[config.mk]
export PLATFORM = sky130hd
export DESIGN_NAME = wishbone_arbitrator_flat
export DESIGN_NICKNAME = d
export VERILOG_FILES = /design/src/logic/wb_pkg.sv /design/src/logic/wb_if.sv /design/src/logic/wishbone_arbitrator.sv /design/src/flat_wrapper.sv
export SDC_FILE = /design/constraint.sdc
export NUM_CORES = 1
export LEC_CHECK = 0
export ABC_AREA = 1
export BUFFER_PORTS_ARGS = -buffer_cell sky130_fd_sc_hd__buf_2
export CAP_MARGIN = 0
export CELL_PAD_IN_SITES_DETAIL_PLACEMENT = 1
export CELL_PAD_IN_SITES_GLOBAL_PLACEMENT = 2
export CORE_MARGIN = 2
export CORE_UTILIZATION = 10
export CTS_BUF_LIST = sky130_fd_sc_hd__clkbuf_4
export CTS_CLUSTER_DIAMETER = 200
export DETAILED_ROUTE_END_ITERATION = 6
export GPL_TIMING_DRIVEN = 0
export HOLD_SLACK_MARGIN = 0.02
export PLACE_DENSITY = 0.92
export SYNTH_ARGS = -nofsm -noshare
export SYNTH_HDL_FRONTEND = slang
export SYNTH_SLANG_ARGS = --single-unit
[constraint.sdc]
create_clock -name wb_clk_i -period 2.85 [get_ports wb_clk_i]
set_clock_uncertainty 0.05 [all_clocks]
set_input_delay 0.285 -clock wb_clk_i [delete_from_list [all_inputs] [get_ports wb_clk_i]]
set_output_delay 0.285 -clock wb_clk_i [all_outputs]
set_load 0.005 [all_outputs]
[src/logic/wb_pkg.sv]
// --------------------------------------------------------------------------
// Wishbone widths and arbitrator state encoding
// --------------------------------------------------------------------------
`default_nettype none

package wb_pkg;

    localparam int unsigned ADR_W = 32;
    localparam int unsigned DAT_W = 32;
    localparam int unsigned SEL_W = 4;

    localparam int unsigned BYTE_W  = DAT_W / SEL_W;   // Bits per byte lane
    localparam int unsigned ADR_LSB = $clog2(SEL_W);   // First word address bit

    // Which manager owns the shared bus
    typedef enum logic [1:0] {
        ARB_IDLE  = 2'd0,
        ARB_GNT_A = 2'd1,
        ARB_GNT_B = 2'd2
    } arb_state_t;

endpackage

`default_nettype wire

[src/logic/wb_if.sv]
// --------------------------------------------------------------------------
// Classic Wishbone bus with manager and sub modports
// --------------------------------------------------------------------------
`timescale 1ns/10ps
`default_nettype none

interface wb_if import wb_pkg::*; ();

    // Manager side
    logic             cyc;
    logic             stb;
    logic             we;
    logic [SEL_W-1:0] sel;
    logic [ADR_W-1:0] adr;
    logic [DAT_W-1:0] dat_w;

    // Sub side
    logic [DAT_W-1:0] dat_r;
    logic             ack;

    modport manager (output cyc, stb, we, sel, adr, dat_w, input dat_r, ack);
    modport sub     (input cyc, stb, we, sel, adr, dat_w, output dat_r, ack);

endinterface

`default_nettype wire

[src/logic/wishbone_arbitrator.sv]
// --------------------------------------------------------------------------
// Round-robin arbitrator, two Wishbone managers onto one shared bus
// --------------------------------------------------------------------------
`timescale 1ns/10ps
`default_nettype none

module wishbone_arbitrator import wb_pkg::*; (
    input  logic wb_clk_i,
    input  logic arst_n_i,
    wb_if.sub    mgr_a,
    wb_if.sub    mgr_b,
    wb_if.manager shared
);

    arb_state_t state_q, state_d;
    logic       last_b_q; // B got the previous grant
    logic       req_a, req_b;

    assign req_a = mgr_a.cyc & mgr_a.stb;
    assign req_b = mgr_b.cyc & mgr_b.stb;

    always_comb begin
        state_d = state_q;
        unique case (state_q)
            ARB_IDLE: begin
                if (req_a && req_b) begin
                    state_d = last_b_q ? ARB_GNT_A : ARB_GNT_B; // Tie goes to the other one
                end else if (req_a) begin
                    state_d = ARB_GNT_A;
                end else if (req_b) begin
                    state_d = ARB_GNT_B;
                end
            end
            ARB_GNT_A: if (!mgr_a.cyc) state_d = ARB_IDLE;
            ARB_GNT_B: if (!mgr_b.cyc) state_d = ARB_IDLE;
            default:   state_d = ARB_IDLE;
        endcase
    end

    always_ff @(posedge wb_clk_i or negedge arst_n_i) begin
        if (!arst_n_i) begin
            state_q  <= ARB_IDLE;
            last_b_q <= 1'b0; // A counts as served last
        end else begin
            state_q <= state_d;
            if (state_q == ARB_IDLE && state_d != ARB_IDLE) begin
                last_b_q <= (state_d == ARB_GNT_B);
            end
        end
    end

    // Forward the granted request, return response only to its owner
    always_comb begin
        shared.cyc   = 1'b0;
        shared.stb   = 1'b0;
        shared.we    = 1'b0;
        shared.sel   = '0;
        shared.adr   = '0;
        shared.dat_w = '0;
        mgr_a.ack    = 1'b0;
        mgr_a.dat_r  = '0;
        mgr_b.ack    = 1'b0;
        mgr_b.dat_r  = '0;
        if (state_q == ARB_GNT_A) begin
            shared.cyc   = mgr_a.cyc;
            shared.stb   = mgr_a.stb;
            shared.we    = mgr_a.we;
            shared.sel   = mgr_a.sel;
            shared.adr   = mgr_a.adr;
            shared.dat_w = mgr_a.dat_w;
            mgr_a.ack    = shared.ack;
            mgr_a.dat_r  = shared.dat_r;
        end else if (state_q == ARB_GNT_B) begin
            shared.cyc   = mgr_b.cyc;
            shared.stb   = mgr_b.stb;
            shared.we    = mgr_b.we;
            shared.sel   = mgr_b.sel;
            shared.adr   = mgr_b.adr;
            shared.dat_w = mgr_b.dat_w;
            mgr_b.ack    = shared.ack;
            mgr_b.dat_r  = shared.dat_r;
        end
    end

endmodule

`default_nettype wire

[src/flat_wrapper.sv]
// flat-port wrapper written by rule: the top's interface ports become plain ports
module wishbone_arbitrator_flat import wb_pkg::*;
  (wb_clk_i, arst_n_i, mgr_a_cyc, mgr_a_stb, mgr_a_we, mgr_a_sel, mgr_a_adr, mgr_a_dat_w, mgr_a_dat_r, mgr_a_ack, mgr_b_cyc, mgr_b_stb, mgr_b_we, mgr_b_sel, mgr_b_adr, mgr_b_dat_w, mgr_b_dat_r, mgr_b_ack, shared_cyc, shared_stb, shared_we, shared_sel, shared_adr, shared_dat_w, shared_dat_r, shared_ack);
  wb_if mgr_a_i ();
  wb_if mgr_b_i ();
  wb_if shared_i ();
  input  logic wb_clk_i;
  input  logic arst_n_i;
  input wire logic [$bits(mgr_a_i.cyc)-1:0] mgr_a_cyc;
  input wire logic [$bits(mgr_a_i.stb)-1:0] mgr_a_stb;
  input wire logic [$bits(mgr_a_i.we)-1:0] mgr_a_we;
  input wire logic [$bits(mgr_a_i.sel)-1:0] mgr_a_sel;
  input wire logic [$bits(mgr_a_i.adr)-1:0] mgr_a_adr;
  input wire logic [$bits(mgr_a_i.dat_w)-1:0] mgr_a_dat_w;
  output wire logic [$bits(mgr_a_i.dat_r)-1:0] mgr_a_dat_r;
  output wire logic [$bits(mgr_a_i.ack)-1:0] mgr_a_ack;
  input wire logic [$bits(mgr_b_i.cyc)-1:0] mgr_b_cyc;
  input wire logic [$bits(mgr_b_i.stb)-1:0] mgr_b_stb;
  input wire logic [$bits(mgr_b_i.we)-1:0] mgr_b_we;
  input wire logic [$bits(mgr_b_i.sel)-1:0] mgr_b_sel;
  input wire logic [$bits(mgr_b_i.adr)-1:0] mgr_b_adr;
  input wire logic [$bits(mgr_b_i.dat_w)-1:0] mgr_b_dat_w;
  output wire logic [$bits(mgr_b_i.dat_r)-1:0] mgr_b_dat_r;
  output wire logic [$bits(mgr_b_i.ack)-1:0] mgr_b_ack;
  output wire logic [$bits(shared_i.cyc)-1:0] shared_cyc;
  output wire logic [$bits(shared_i.stb)-1:0] shared_stb;
  output wire logic [$bits(shared_i.we)-1:0] shared_we;
  output wire logic [$bits(shared_i.sel)-1:0] shared_sel;
  output wire logic [$bits(shared_i.adr)-1:0] shared_adr;
  output wire logic [$bits(shared_i.dat_w)-1:0] shared_dat_w;
  input wire logic [$bits(shared_i.dat_r)-1:0] shared_dat_r;
  input wire logic [$bits(shared_i.ack)-1:0] shared_ack;
  assign mgr_a_i.cyc = mgr_a_cyc;
  assign mgr_a_i.stb = mgr_a_stb;
  assign mgr_a_i.we = mgr_a_we;
  assign mgr_a_i.sel = mgr_a_sel;
  assign mgr_a_i.adr = mgr_a_adr;
  assign mgr_a_i.dat_w = mgr_a_dat_w;
  assign mgr_a_dat_r = mgr_a_i.dat_r;
  assign mgr_a_ack = mgr_a_i.ack;
  assign mgr_b_i.cyc = mgr_b_cyc;
  assign mgr_b_i.stb = mgr_b_stb;
  assign mgr_b_i.we = mgr_b_we;
  assign mgr_b_i.sel = mgr_b_sel;
  assign mgr_b_i.adr = mgr_b_adr;
  assign mgr_b_i.dat_w = mgr_b_dat_w;
  assign mgr_b_dat_r = mgr_b_i.dat_r;
  assign mgr_b_ack = mgr_b_i.ack;
  assign shared_cyc = shared_i.cyc;
  assign shared_stb = shared_i.stb;
  assign shared_we = shared_i.we;
  assign shared_sel = shared_i.sel;
  assign shared_adr = shared_i.adr;
  assign shared_dat_w = shared_i.dat_w;
  assign shared_i.dat_r = shared_dat_r;
  assign shared_i.ack = shared_ack;
  wishbone_arbitrator u_core (.wb_clk_i(wb_clk_i), .arst_n_i(arst_n_i), .mgr_a(mgr_a_i), .mgr_b(mgr_b_i), .shared(shared_i));
endmodule
==> results of run 1 <==
## logic make-up (layout without fill, tap and decap cells)
group,count (synthesis),after routing,share of synthesized area
compound gates,3,3,0.01002
buf+inv,74,392,0.2176
other cells,0,1,0
simple gates,288,288,0.7294
flops,3,3,0.04295
## worst min path at each step
stage | startpoint | slack (ns) | to
floorplan | arst_n_i | -0.06 | u_core.last_b_q
global placement | arst_n_i | 0.04 | u_core.last_b_q
detailed placement | arst_n_i | 0.04 | u_core.last_b_q
CTS | mgr_b_cyc | 0.29 | u_core.state_q[1]
global route | mgr_b_cyc | 0.31 | u_core.state_q[1]
finish | mgr_b_cyc | 0.30 | u_core.state_q[1]
## routing by layer
layer | wire [um] | GRT usage | up-vias
met2 | 6159 | 0.2197 | 155
li1 | - | - | 1824
met4 | 45 | 0.01100 | 0
met1 | 5030 | 0.1462 | 1627
met5 | 0 | 0 | -
met3 | 1098 | 0.03169 | 4
## final cells by class
type / count / area (um^2)
Antenna cell: 1 / 2.502
Fill cell: 2331 / 13540
Inverter: 38 / 150.1
Tap cell: 225 / 281.5
Clock buffer: 4 / 30.03
Multi-Input combinational cell: 291 / 1292
Sequential cell: 3 / 75.07
Buffer: 36 / 230.2
Timing Repair Buffer: 314 / 1577
## cells in the final DEF, fill, tap and decap left out
cell type	instances
sky130_fd_sc_hd__nand4_1	1
sky130_fd_sc_hd__nand2_4	2
sky130_fd_sc_hd__inv_4	1
sky130_fd_sc_hd__dfrtp_1	3
sky130_fd_sc_hd__buf_6	8
sky130_fd_sc_hd__dlygate4sd3_1	1
sky130_fd_sc_hd__inv_6	1
sky130_fd_sc_hd__clkbuf_4	4
sky130_fd_sc_hd__o22ai_1	2
sky130_fd_sc_hd__nand3_1	141
sky130_fd_sc_hd__buf_2	341
sky130_fd_sc_hd__nor2_1	67
sky130_fd_sc_hd__nand2_1	77
sky130_fd_sc_hd__diode_2	1
sky130_fd_sc_hd__o21ai_0	1
sky130_fd_sc_hd__inv_1	36
## power by group
part           total [uW]  internal (uW)  leakage [uW]  switching (uW)
combinational        1070            455       0.00253             614
sequential           58.0           52.9     0.0000376            5.12
clock                87.3           62.2     0.0000184            25.1
total                1210            570       0.00258             644
## synthesized netlist by cell type (all sizes together)
library cell	n
buf	36
nand4	1
nand2	79
o22ai	2
dfrtp	3
o21ai	1
nand3	141
inv	38
nor2	67
## worst max-delay path, delay by kind of cell, from the launching register on
kind                   cells  cell delay, ns
buffers and inverters      4            0.67
flip-flops                 1            0.36
AND/OR/NAND/NOR            2            0.28
## metrics by stage
stage | setup WS, ns | util | hold slack [ns]
final | 0.9493 | 0.2118 | 0.3000
after global routing | 0.8626 | 0.2117 | 0.3088
after detailed placement | 1.167 | 0.2094 | 0.04402
after global placement | 1.145 | 0.2094 | 0.03751
after floorplan | 1.628 | - | -0.06059
after CTS | 0.9084 | 0.2117 | 0.2947
## flip-flops by register name, indices dropped and copies added, names as in the netlist
signal           cells
u_core.state_q       2
u_core.last_b_q      1
## repair_timing
| action | in CTS | in global routing |
|---|---|---|
| buffers inserted | 0 | 0 |
| endpoints found under the hold margin | 3 | 0 |
| hold buffers | 1 | 0 |
==> results.md, run 1 <==
Route:
- The post-detailed-route DRC marker count is 0.
- Before antenna repair, the detailed router went through 6 iterations.
- The mean number of vias per cell is between 3 and 4.
- The routed wire length per instance is between 10 and 15 um.
- Summed over all layers, the routed wires come to ~12000 um.
- The detail route stage leaves a number of antenna-violating nets equal to 0.
- Across all layers, the routed design uses 3610 vias.
- The starting DRC count in detailed routing is 100.

Synthesis:
- The post-synthesis sequential area ratio is 0.04295.
- The number of nets in the synthesized netlist is 545.
- In this run, distinct cell masters in the synthesized netlist total 13.
- A synthesized cell averages ~4.7 um^2.
- The area of the mapped netlist is between 0.0015 and 0.002 mm^2.
- The cell type with the largest total area after synthesis is sky130_fd_sc_hd__nand3_1.
- Counting every instance in the synthesized netlist gives 368.
- The post-synthesis sequential element count is 3.
- The count of yosys warnings during synthesis is 0.
- The share of synthesized area in the top cell type comes to 0.4037.
- By area the synthesized netlist is led by sky130_fd_sc_hd__nand3_1, sky130_fd_sc_hd__nand2_1, sky130_fd_sc_hd__nor2_1.

STA:
- Setup violations remaining at the end of the flow were counted as 0.
- Counting I/O delays and the setup requirement, the final critical path takes about 1.9 ns.
- Setup total negative slack on the finished layout was measured at 0 ns.
- The ratio of final minimum period to clock period is 0.6669.
- The number of hold-slack violations in the final timing report is 0.
- The highest achievable clock rate is approximately 0.53 GHz.
- Setup repair after global routing left no endpoint under its margin.
- The number of max-slew violations in the final report is 0.
- The worst max-slew margin expressed relative to the limit is 0.8552.
- The transition time of the tightest slew-check pin is 0.2172 ns.

Global route:
- Entering global routing, the biggest net connects 11 pins.
- The initial antenna violation count is 0.
- The remaining global-route overflow is 0.
- Across every metal layer, demand over resource in global routing totals 0.1205.
- The wire length of the first global-routing pass is 17660 um.
- The number of global-route vias before repair is about 3.4k.

Floorplanning:
- For this design the top-level I/O count stands at between 300 and 400.
- The die is ~140 um wide.
- The floorplan step defined a die boundary enclosing about 0.019 mm^2.
- The initial utilization of the core area, before any placement, comes to 0.1018.
- In this run the vertical extent of the chip is ~140 um.
- The initialized floorplan defines 48 standard-cell rows.
- The placeable core region is about 0.017 mm^2.

Worst setup path:
- STA puts the critical path data arrival time at around 1.6 ns.
- In this run the worst path has a maximum fanout of 10.
- STA puts the critical path data required time at between 2 and 3 ns.
- The launching element of the worst setup path is u_core.state_q[0].
- The number of cells on the worst reg-to-reg path is 7.
- Counting stages on the worst path, the most repeated cell is sky130_fd_sc_hd__buf_6.
- The startpoint of the most critical register-to-register path is u_core.state_q[0].
- Following the worst setup path forward leads to its endpoint at mgr_b_dat_r[29].
- The largest incremental delay on the critical path is 0.36 ns.
- The worst setup path is of the reg2out kind.
- The kind of end point of the critical path is an output pin.
- The worst register-to-register path has a setup slack of ~1.6 ns.
- The critical path goes through buf_6 > inv_4 > nand2_4 > buf_6 > nor2_1 > buf_2.
- The terminus of the critical flop-to-flop path is u_core.last_b_q.
- The worst-path cell with the longest stage delay is sky130_fd_sc_hd__dfrtp_1.
- The worst setup path is launched from a flip-flop.

Clock tree:
- Clock-pin slew was measured on the worst setup and hold paths at 0.04 ns.
- TritonCTS built the clock tree.
- The clock passes through at most 2 buffers.
- At the later pin of the worst-skew pair, clock insertion delay measures roughly 0.24 ns.
- The number of sinks on the clock net is 3.
- The tree is rooted in a sky130_fd_sc_hd__clkbuf_4.
- The number of resized instances in the post-cts repair step is 0.
- The CTS buffer count is 3.
- The CTS H-tree depth is 1.

Finish:
- The area of all placed cells without fillers is roughly 0.0036 mm^2.
- The final layout contains around 860 nets.
- The count of placed standard cells in the final layout, fillers left out is 912.
- Of the cells placed in the final design, the portion with a size suffix greater than 1 is 0.5204.
- The area growth from synthesis to layout is 108.2%.

Placement:
- The instance area at placement is approximately 0.0036 mm^2.
- The count of input and output buffers is between 300 and 400.
- The placer congestion estimate is 0.7797.
- Once detailed placement completed, the half-perimeter wirelength came to slightly above 10000 um.
- The number of cells after detailed placement is ~910.

Pwr:
- The total power consumption of the routed design is 1214 uW.
- The static leakage power is about 0.0026 uW.
- IR analysis of the VDD net gives a maximum drop of between 0.00008 and 0.00009 V.
- The power per cell area is about 330 mW/mm^2.

Worst hold path:
- Counting instances, the worst hold path has a depth of 3.
- The worst hold-check path type is in2reg.

Status:
- The flow ran to the end, and the final reports show no timing, DRC or antenna violations.

Flow run:
- Max-cap violations in this run came to 0.
Note: power is estimated with default switching activity, not from simulation.
==> inputs of run 2 (changes only) <==
Settings changed: PLACE_DENSITY 0.92 to 0.95.
Clock period 2.85 ns to 1.7 ns, I/O delays scaled along.
==> run 2 against run 1 <==
  * Cell area up 2.5%
  * Non-clock buffer count unchanged
  * Count of clock-buffer cells in the layout unchanged
  * Power is 73% higher
  * Global-route usage rose by 0.24 points
  * Die area is the same
  * Clock power grew 68%
  * Core utilization is 0.53 points higher
  * Largest power group unchanged
==> results.md, run 2 (synthesis gave the netlist of run 1 again) <==
Floorplanning:
- The I/O pin count was 314 (unchanged).
- The placeable core region is 0.01718 mm^2 (unchanged).
- The overall die area is 0.01855 mm^2 (unchanged).
- The die boundary height is 136.2 um (unchanged).
- The initial cell density of the core is 0.1018 (unchanged).
- The overall die width is 136.2 um (unchanged).
- The placement row count came to 48 (unchanged).

Global route:
- The number of global-route vias before repair is 3528 (+4.1%).
- The total track usage is 0.1229 (+0.002398).
- The initial antenna violation count is 3 (+3).
- The wire length of the first global-routing pass is 17970 um (+1.8%).
- The remaining global-route overflow is 0 (unchanged).
- The maximum number of pins on one net before global-route repair is 11 (unchanged).

Clock tree:
- CTS placed an instance of sky130_fd_sc_hd__clkbuf_4 at the clock tree root.
- The number of sinks on the clock net is 3 (unchanged).
- The buffer depth of the longest clock path is 2 (unchanged).
- The clock slew seen by the registers of the worst setup and hold paths is 0.04 ns (about the same).
- The CTS tree is yes.
- The CTS H-tree depth is 1 (unchanged).
- The clock latency on the worst-skew pair was 0.24 ns (about the same).
- The CTS buffer count is 3 (unchanged).

Route:
- The mean number of vias per cell is 4.014 (+1.4%).
- The post-detailed-route DRC marker count came to 0 (unchanged).
- The remaining number of nets flagged by the antenna check after routing came to 0 (unchanged).
- The routed wire length per instance is 13.67 um (+1.1%).
- The total wire length after detailed routing is 12480 um (+1.2%).
- The starting DRC count in detailed routing is 97 (-3.0%).
- The total number of vias is 3665 (+1.5%).
- The number of detailed-route iterations in the first pass came to 4 (-2).

Worst setup path:
- The required time at the endpoint of the critical path came to 1.48 ns (-1.04 ns).
- The kind of end point of the critical path is an output pin.
- The critical path is of the reg2out type.
- The maximum fanout count along the critical path is 10 (unchanged).
- The data arrival time of the critical path is 1.41 ns (-0.16 ns).
- The worst setup path is launched from a flip-flop.

STA:
- The number of max-slew violations in the final report is 0 (unchanged).
- Derived from the worst setup path, the maximum achievable clock frequency is 0.6147 GHz.
- The number of hold-slack violations in the final timing report is 0 (unchanged).
- The time the final worst path needs with I/O delays and setup is between 1.5 and 2 ns.
- In the finished design, the share of the clock period the worst path needs comes to 0.9569.
- Setup repair after global routing could not meet its margin everywhere.
- The setup violation total in the final timing report is 0 (unchanged).
- The worst max-slew margin expressed relative to the limit is 0.8525 (-0.002713).
- The transition time of the tightest slew-check pin is 0.2212 ns (+0.004069 ns).

Finish:
- The register with the most flip-flops in the final layout is u_core.state_q.
- The share of cells above drive strength 1 is 0.5292 (+0.008746).
- The flip-flop count of the largest register after layout came to 2 (unchanged).
- The area growth from synthesis to final layout is 113.4%.
- The final design utilization came to 0.2171 (+0.005317).
- The count of placed standard cells in the final layout, fillers left out is 913 (+0.11%).
- Leaving out fill and tap cells, the most frequent cell in the layout is sky130_fd_sc_hd__buf_2.
- The top cell types in the final layout, fill and taps aside, are sky130_fd_sc_hd__buf_2, sky130_fd_sc_hd__nand3_1, sky130_fd_sc_hd__nand2_1.
- In the final layout, the registers with the most flip-flops are u_core.state_q: 2 flops, u_core.last_b_q: 1 flops.
- The net total in the final layout came to 864 (unchanged).

Placement:
- The placer congestion estimate was 0.7741 (-0.72%).
- The count of input and output buffers is 313 (unchanged).
- The number of cells after detailed placement is 906 (unchanged).
- The post-DP HPWL was 10450 um (+1.7%).

Flow run:
- The number of violations of the max-capacitance limit is 0 (unchanged).

Pwr:
- The static leakage power came to 0.002606 uW (+0.96%).
- The highest ir drop seen on vdd came to 0.0001773 V (+110%).
- The power per cell area is 564.5 mW/mm^2 (+69%).

Status:
- The run finished with clean final reports.

Worst hold path:
- The worst hold-check path type is in2reg.
[run 2: changes by cell type in the layout (fill, tap and decap cells not counted), sizes merged]
| cell | change |
|---|---|
| buf | -9 |
| clkbuf | +9 |
| clkinv | +2 |
| inv | -2 |
| diode | +1 |
[run 2: area by class of cell]
| type | count | area (um^2) |
|---|---|---|
| inverters | 38 | 167.7 |
| repair buffers | 314 | 1577 |
| flip-flops and latches | 3 | 75.07 |
| clock buffers | 4 | 30.03 |
| plain buffers | 36 | 272.8 |
| multi-input cells | 291 | 1321 |
| well taps | 225 | 281.5 |
| fillers | 2344 | 13450 |
| diodes | 2 | 5.005 |
[run 2: critical path, cell delays in order, from the launching register on]
cell	delay (ns)
sky130_fd_sc_hd__dfrtp_1	0.36
sky130_fd_sc_hd__buf_6	0.17
sky130_fd_sc_hd__clkinv_8	0.09
sky130_fd_sc_hd__nand2_4	0.10
sky130_fd_sc_hd__buf_6	0.16
sky130_fd_sc_hd__nor2_1	0.14
sky130_fd_sc_hd__buf_2	0.14
[run 2: worst paths after layout]
kind	cells past startpoint	from	to	slack [ns]
setup / recovery	6	u_core.state_q[1]	mgr_a_dat_r[22]	0.07
hold / removal	3	mgr_a_cyc	u_core.state_q[0]	0.20
setup reg to reg	7	u_core.state_q[0]	u_core.last_b_q	0.55
hold reg to reg	2	u_core.last_b_q	u_core.last_b_q	0.45
max in group asynchronous	2	arst_n_i	u_core.state_q[0]	1.25
min in group asynchronous	2	arst_n_i	u_core.last_b_q	0.24
[run 2: per-stage QoR]
step                hold slack, ns  setup TNS (ns)  setup slack [ns]  area, um^2  power [uW]
CTS                         0.1903               0          0.003486        3670        2118
floorplan                  -0.1756               0            0.5934        1748        1010
global route                0.2006       -0.002911         -0.002457        3727        2349
detailed placement        -0.08169               0            0.1060        3596        1923
global placement          -0.08462               0           0.09389        3596        1907
finish                      0.1998               0           0.07324        3730        2105
[run 2: where the power goes]
part / internal (uW) / total, uW / leakage (uW) / switching (uW)
sequential: 88.9 / 99.4 / 0.0000376 / 10.6
combinational: 807 / 1860 / 0.00255 / 1050
clock: 104 / 147 / 0.0000184 / 43.1
[run 2: what timing repair did]
action / 4_1_cts / 5_1_grt
hold buffers: 1 / 0
endpoints found under the setup margin: 52 / 69
setup buffers: 0 / 0
hold endpoints to repair: 3 / 0
gates resized for setup: 11 / 21
[run 2: layer usage]
| layer | up-vias | GRT usage | share of wire |
|---|---|---|---|
| li1 | 1824 | - | - |
| met1 | 1622 | 0.1294 | 0.37 |
| met2 | 201 | 0.2393 | 0.51 |
| met3 | 14 | 0.03169 | 0.10 |
| met4 | 4 | 0.03183 | 0.014 |
| met5 | - | 0 | 0.0022 |
==> inputs of run 3 (changes only) <==
Settings changed: BUFFER_PORTS_ARGS -buffer_cell sky130_fd_sc_hd__buf_2 to unset, CELL_PAD_IN_SITES_DETAIL_PLACEMENT 1 to unset, CELL_PAD_IN_SITES_GLOBAL_PLACEMENT 2 to unset, CORE_AREA set to 2 2 120 122, CORE_MARGIN 2 to unset, CORE_UTILIZATION 10 to unset, DIE_AREA set to 0 0 122 124, DONT_BUFFER_PORTS set to 1, PLACE_DENSITY 0.95 to 0.3.
==> run 3 against run 2 <==
  * Final cell count is 39% lower
  * Core utilization fell by 6.9 points
  * Routed wire length fell by 32%
  * Die area is 18% lower
  * Critical path depth is 1 lower
  * Cell area is 46% lower
  * First-iteration DRC count is 49% higher
==> results.md, run 3 (synthesis gave the netlist of run 1 again) <==
Status:
- The run finished with clean final reports.

Finish:
- The number of antenna cells inserted came to 0 (-2).
- The largest registers in the layout are u_core.state_q: 2 flops, u_core.last_b_q: 1 flops.
- Relative to the synthesized area, the layout overhead comes to 15.89%.
- The flip-flop count of the largest register after layout came to 2 (unchanged).
- Leaving out fill and tap cells, the most frequent cells in the layout are sky130_fd_sc_hd__nand3_1, sky130_fd_sc_hd__nand2_1, sky130_fd_sc_hd__nor2_1.
- The net total in the final layout was 551 (-36%).
- The final design utilization is 0.1477 (-0.06950).
- The most frequent standard cell in the layout excluding fill and tap cells is sky130_fd_sc_hd__nand3_1.
- The fill cell instance count of the final layout came to 1636 (-30%).
- More flip-flops sit in one register than any other, and that register is u_core.state_q.
- The share of cells above drive strength 1 was 0.1180 (-0.4112).

Route:
- The mean number of vias per cell came to 4.577 (+14%).
- The total wire length after detailed routing is 8453 um (-32%).
- The number of detailed-route iterations in the first pass is 4 (unchanged).
- The remaining number of nets flagged by the antenna check after routing is 0 (unchanged).
- The routed wire length per instance is 15.29 um (+12%).
- The post-detailed-route DRC marker count is 0 (unchanged).
- The starting DRC count in detailed routing came to 145 (+49%).
- The total number of vias is 2531 (-31%).

Global route:
- The number of global-route vias before repair is 1973 (-44%).
- The wire length of the first global-routing pass is 10680 um (-41%).
- The remaining global-route overflow is 0 (unchanged).
- The total track usage came to 0.09136 (-0.03150).
- The initial antenna violation count is 0 (-3).
- The maximum number of pins on one net before global-route repair is 11 (unchanged).

Worst setup path:
- The startpoint identified for the worst register-to-register timing path is u_core.state_q[0].
- The depth of the worst register-to-register path is 7 (unchanged).
- STA classifies the critical path startpoint as a flip-flop.
- The launching element of the worst setup path is u_core.state_q[1].
- The most critical setup path has its endpoint at mgr_a_dat_r[19].
- The endpoint identified for the worst register-to-register timing path is u_core.last_b_q.
- The kind of end point of the critical path is an output pin.
- The required time at the endpoint of the critical path is 1.48 ns (about the same).
- The data arrival time of the critical path is 1.35 ns (-0.06 ns).
- The maximum fanout count along the critical path is 10 (unchanged).
- The register-to-register setup slack was 0.54 ns (about the same).
- The critical path is of the reg2out type.

Clock tree:
- The clock root buffer master is sky130_fd_sc_hd__clkbuf_4.
- The CTS buffer count is 3 (unchanged).
- The clock slew seen by the registers of the worst setup and hold paths is 0.04 ns (about the same).
- The CTS H-tree depth is 1 (unchanged).
- The buffer depth of the longest clock path is 2 (unchanged).
- The clock latency on the worst-skew pair came to 0.23 ns (about the same).
- TritonCTS built the clock tree.
- The number of sinks on the clock net was 3 (unchanged).
- The number of setup buffers added after CTS was 0 (unchanged).

STA:
- The time the final worst path needs with I/O delays and setup is 1.570 ns (-0.05646 ns).
- The setup violation total in the final timing report is 0 (unchanged).
- The number of hold-slack violations in the final timing report was 0 (unchanged).
- The highest achievable clock rate is 0.6368 GHz (+3.6%).
- The total negative slack for setup checks is 0 ns (unchanged).
- The transition time of the tightest slew-check pin came to 0.2423 ns (+0.02105 ns).
- The worst max-slew margin expressed relative to the limit is 0.8385 (-0.01403).
- The ratio of final minimum period to clock period is 0.9237 (-0.03321).
- Setup repair after global routing left no endpoint under its margin.
- The final critical-path setup slack was 0.1297 ns (+0.05646 ns).
- The number of max-slew violations in the final report is 0 (unchanged).

Pwr:
- The highest ir drop seen on vdd is 0.0002002 V (+13%).
- The static leakage power came to 0.001182 uW (-55%).
- The power per cell area is 705.2 mW/mm^2 (+25%).

Floorplanning:
- The die boundary height is 124 um (-9.0%).
- The placeable core region is 0.01372 mm^2 (-20%).
- The overall die width is 122 um (-10%).
- The overall die area came to 0.01513 mm^2 (-18%).
- The I/O pin count is 314 (unchanged).
- The placement row count was 43 (-10%).
- The initial cell density of the core is 0.1274 (+0.02564).

Placement:
- The count of input and output buffers is 0 (-100%).
- The setup slack after placement was 0.2534 ns (+0.1473 ns).
- The post-DP HPWL came to 6944 um (-34%).
- The placer congestion estimate was 0.7784 (+0.56%).

Worst hold path:
- The path class of the tightest hold or removal check is in2reg.

Flow run:
- The number of violations of the max-capacitance limit is 0 (unchanged).
## run 3: worst min path at each step
stage	from	end	slack (ns)	cells after the start
3_5_place_dp	arst_n_i	u_core.state_q[0]	-0.18	0
2_1_floorplan	arst_n_i	u_core.last_b_q	-0.18	0
5_1_grt	mgr_a_cyc	u_core.state_q[0]	0.06	2
6_report	mgr_a_cyc	u_core.state_q[0]	0.06	2
3_3_place_gp	arst_n_i	u_core.state_q[0]	-0.18	0
4_1_cts	mgr_a_cyc	u_core.state_q[0]	0.06	2
## run 3: where the power goes
| group | total [uW] | switching (uW) | internal, uW |
|---|---|---|---|
| Clock | 142 | 38.1 | 104 |
| Sequential | 96.8 | 8.02 | 88.7 |
| Combinational | 1190 | 831 | 359 |
## run 3: routing by layer
layer | global-route usage | vias to the layer above | wire (um)
met4 | 0.004310 | 0 | 6
li1 | - | 1200 | -
met3 | 0.01007 | 2 | 639
met2 | 0.1781 | 177 | 4557
met5 | 0 | - | 0
met1 | 0.1124 | 1152 | 3250
## run 3: area by class of cell
class	instances	area, um^2	area share
clock buffer	4	30.03	0.01482
multi-input combinational	291	1292	0.6380
timing repair buffer	1	10.01	0.004941
sequential	3	75.07	0.03706
inverter	38	152.6	0.07536
buffer	36	240.2	0.1186
tap	180	225.2	0.1112
## run 3: timing repair
action                     4_1_cts  5_1_grt
hold buffers                     1        0
gates resized for setup          1        4
hold endpoints to repair         3        0
setup endpoints to repair        2       25
## run 3: per-stage QoR
step           area (um^2)  power (uW)  hold slack, ns  cells
6_report              2026        1428         0.05869    553
5_1_grt               2026        1605         0.05937    553
4_1_cts               2016        1452         0.05707    553
3_5_place_dp          1973        1294         -0.1754    548
3_3_place_gp          1973        1284         -0.1754    548
2_1_floorplan         1748        1010         -0.1756    368
## run 3: critical path, cell delays in order, from the launching register on
cell and delay, ns:
sky130_fd_sc_hd__dfrtp_1 0.36, sky130_fd_sc_hd__buf_6 0.16, sky130_fd_sc_hd__inv_6 0.13, sky130_fd_sc_hd__nand2_4 0.11, sky130_fd_sc_hd__buf_6 0.16, sky130_fd_sc_hd__nor2_1 0.19
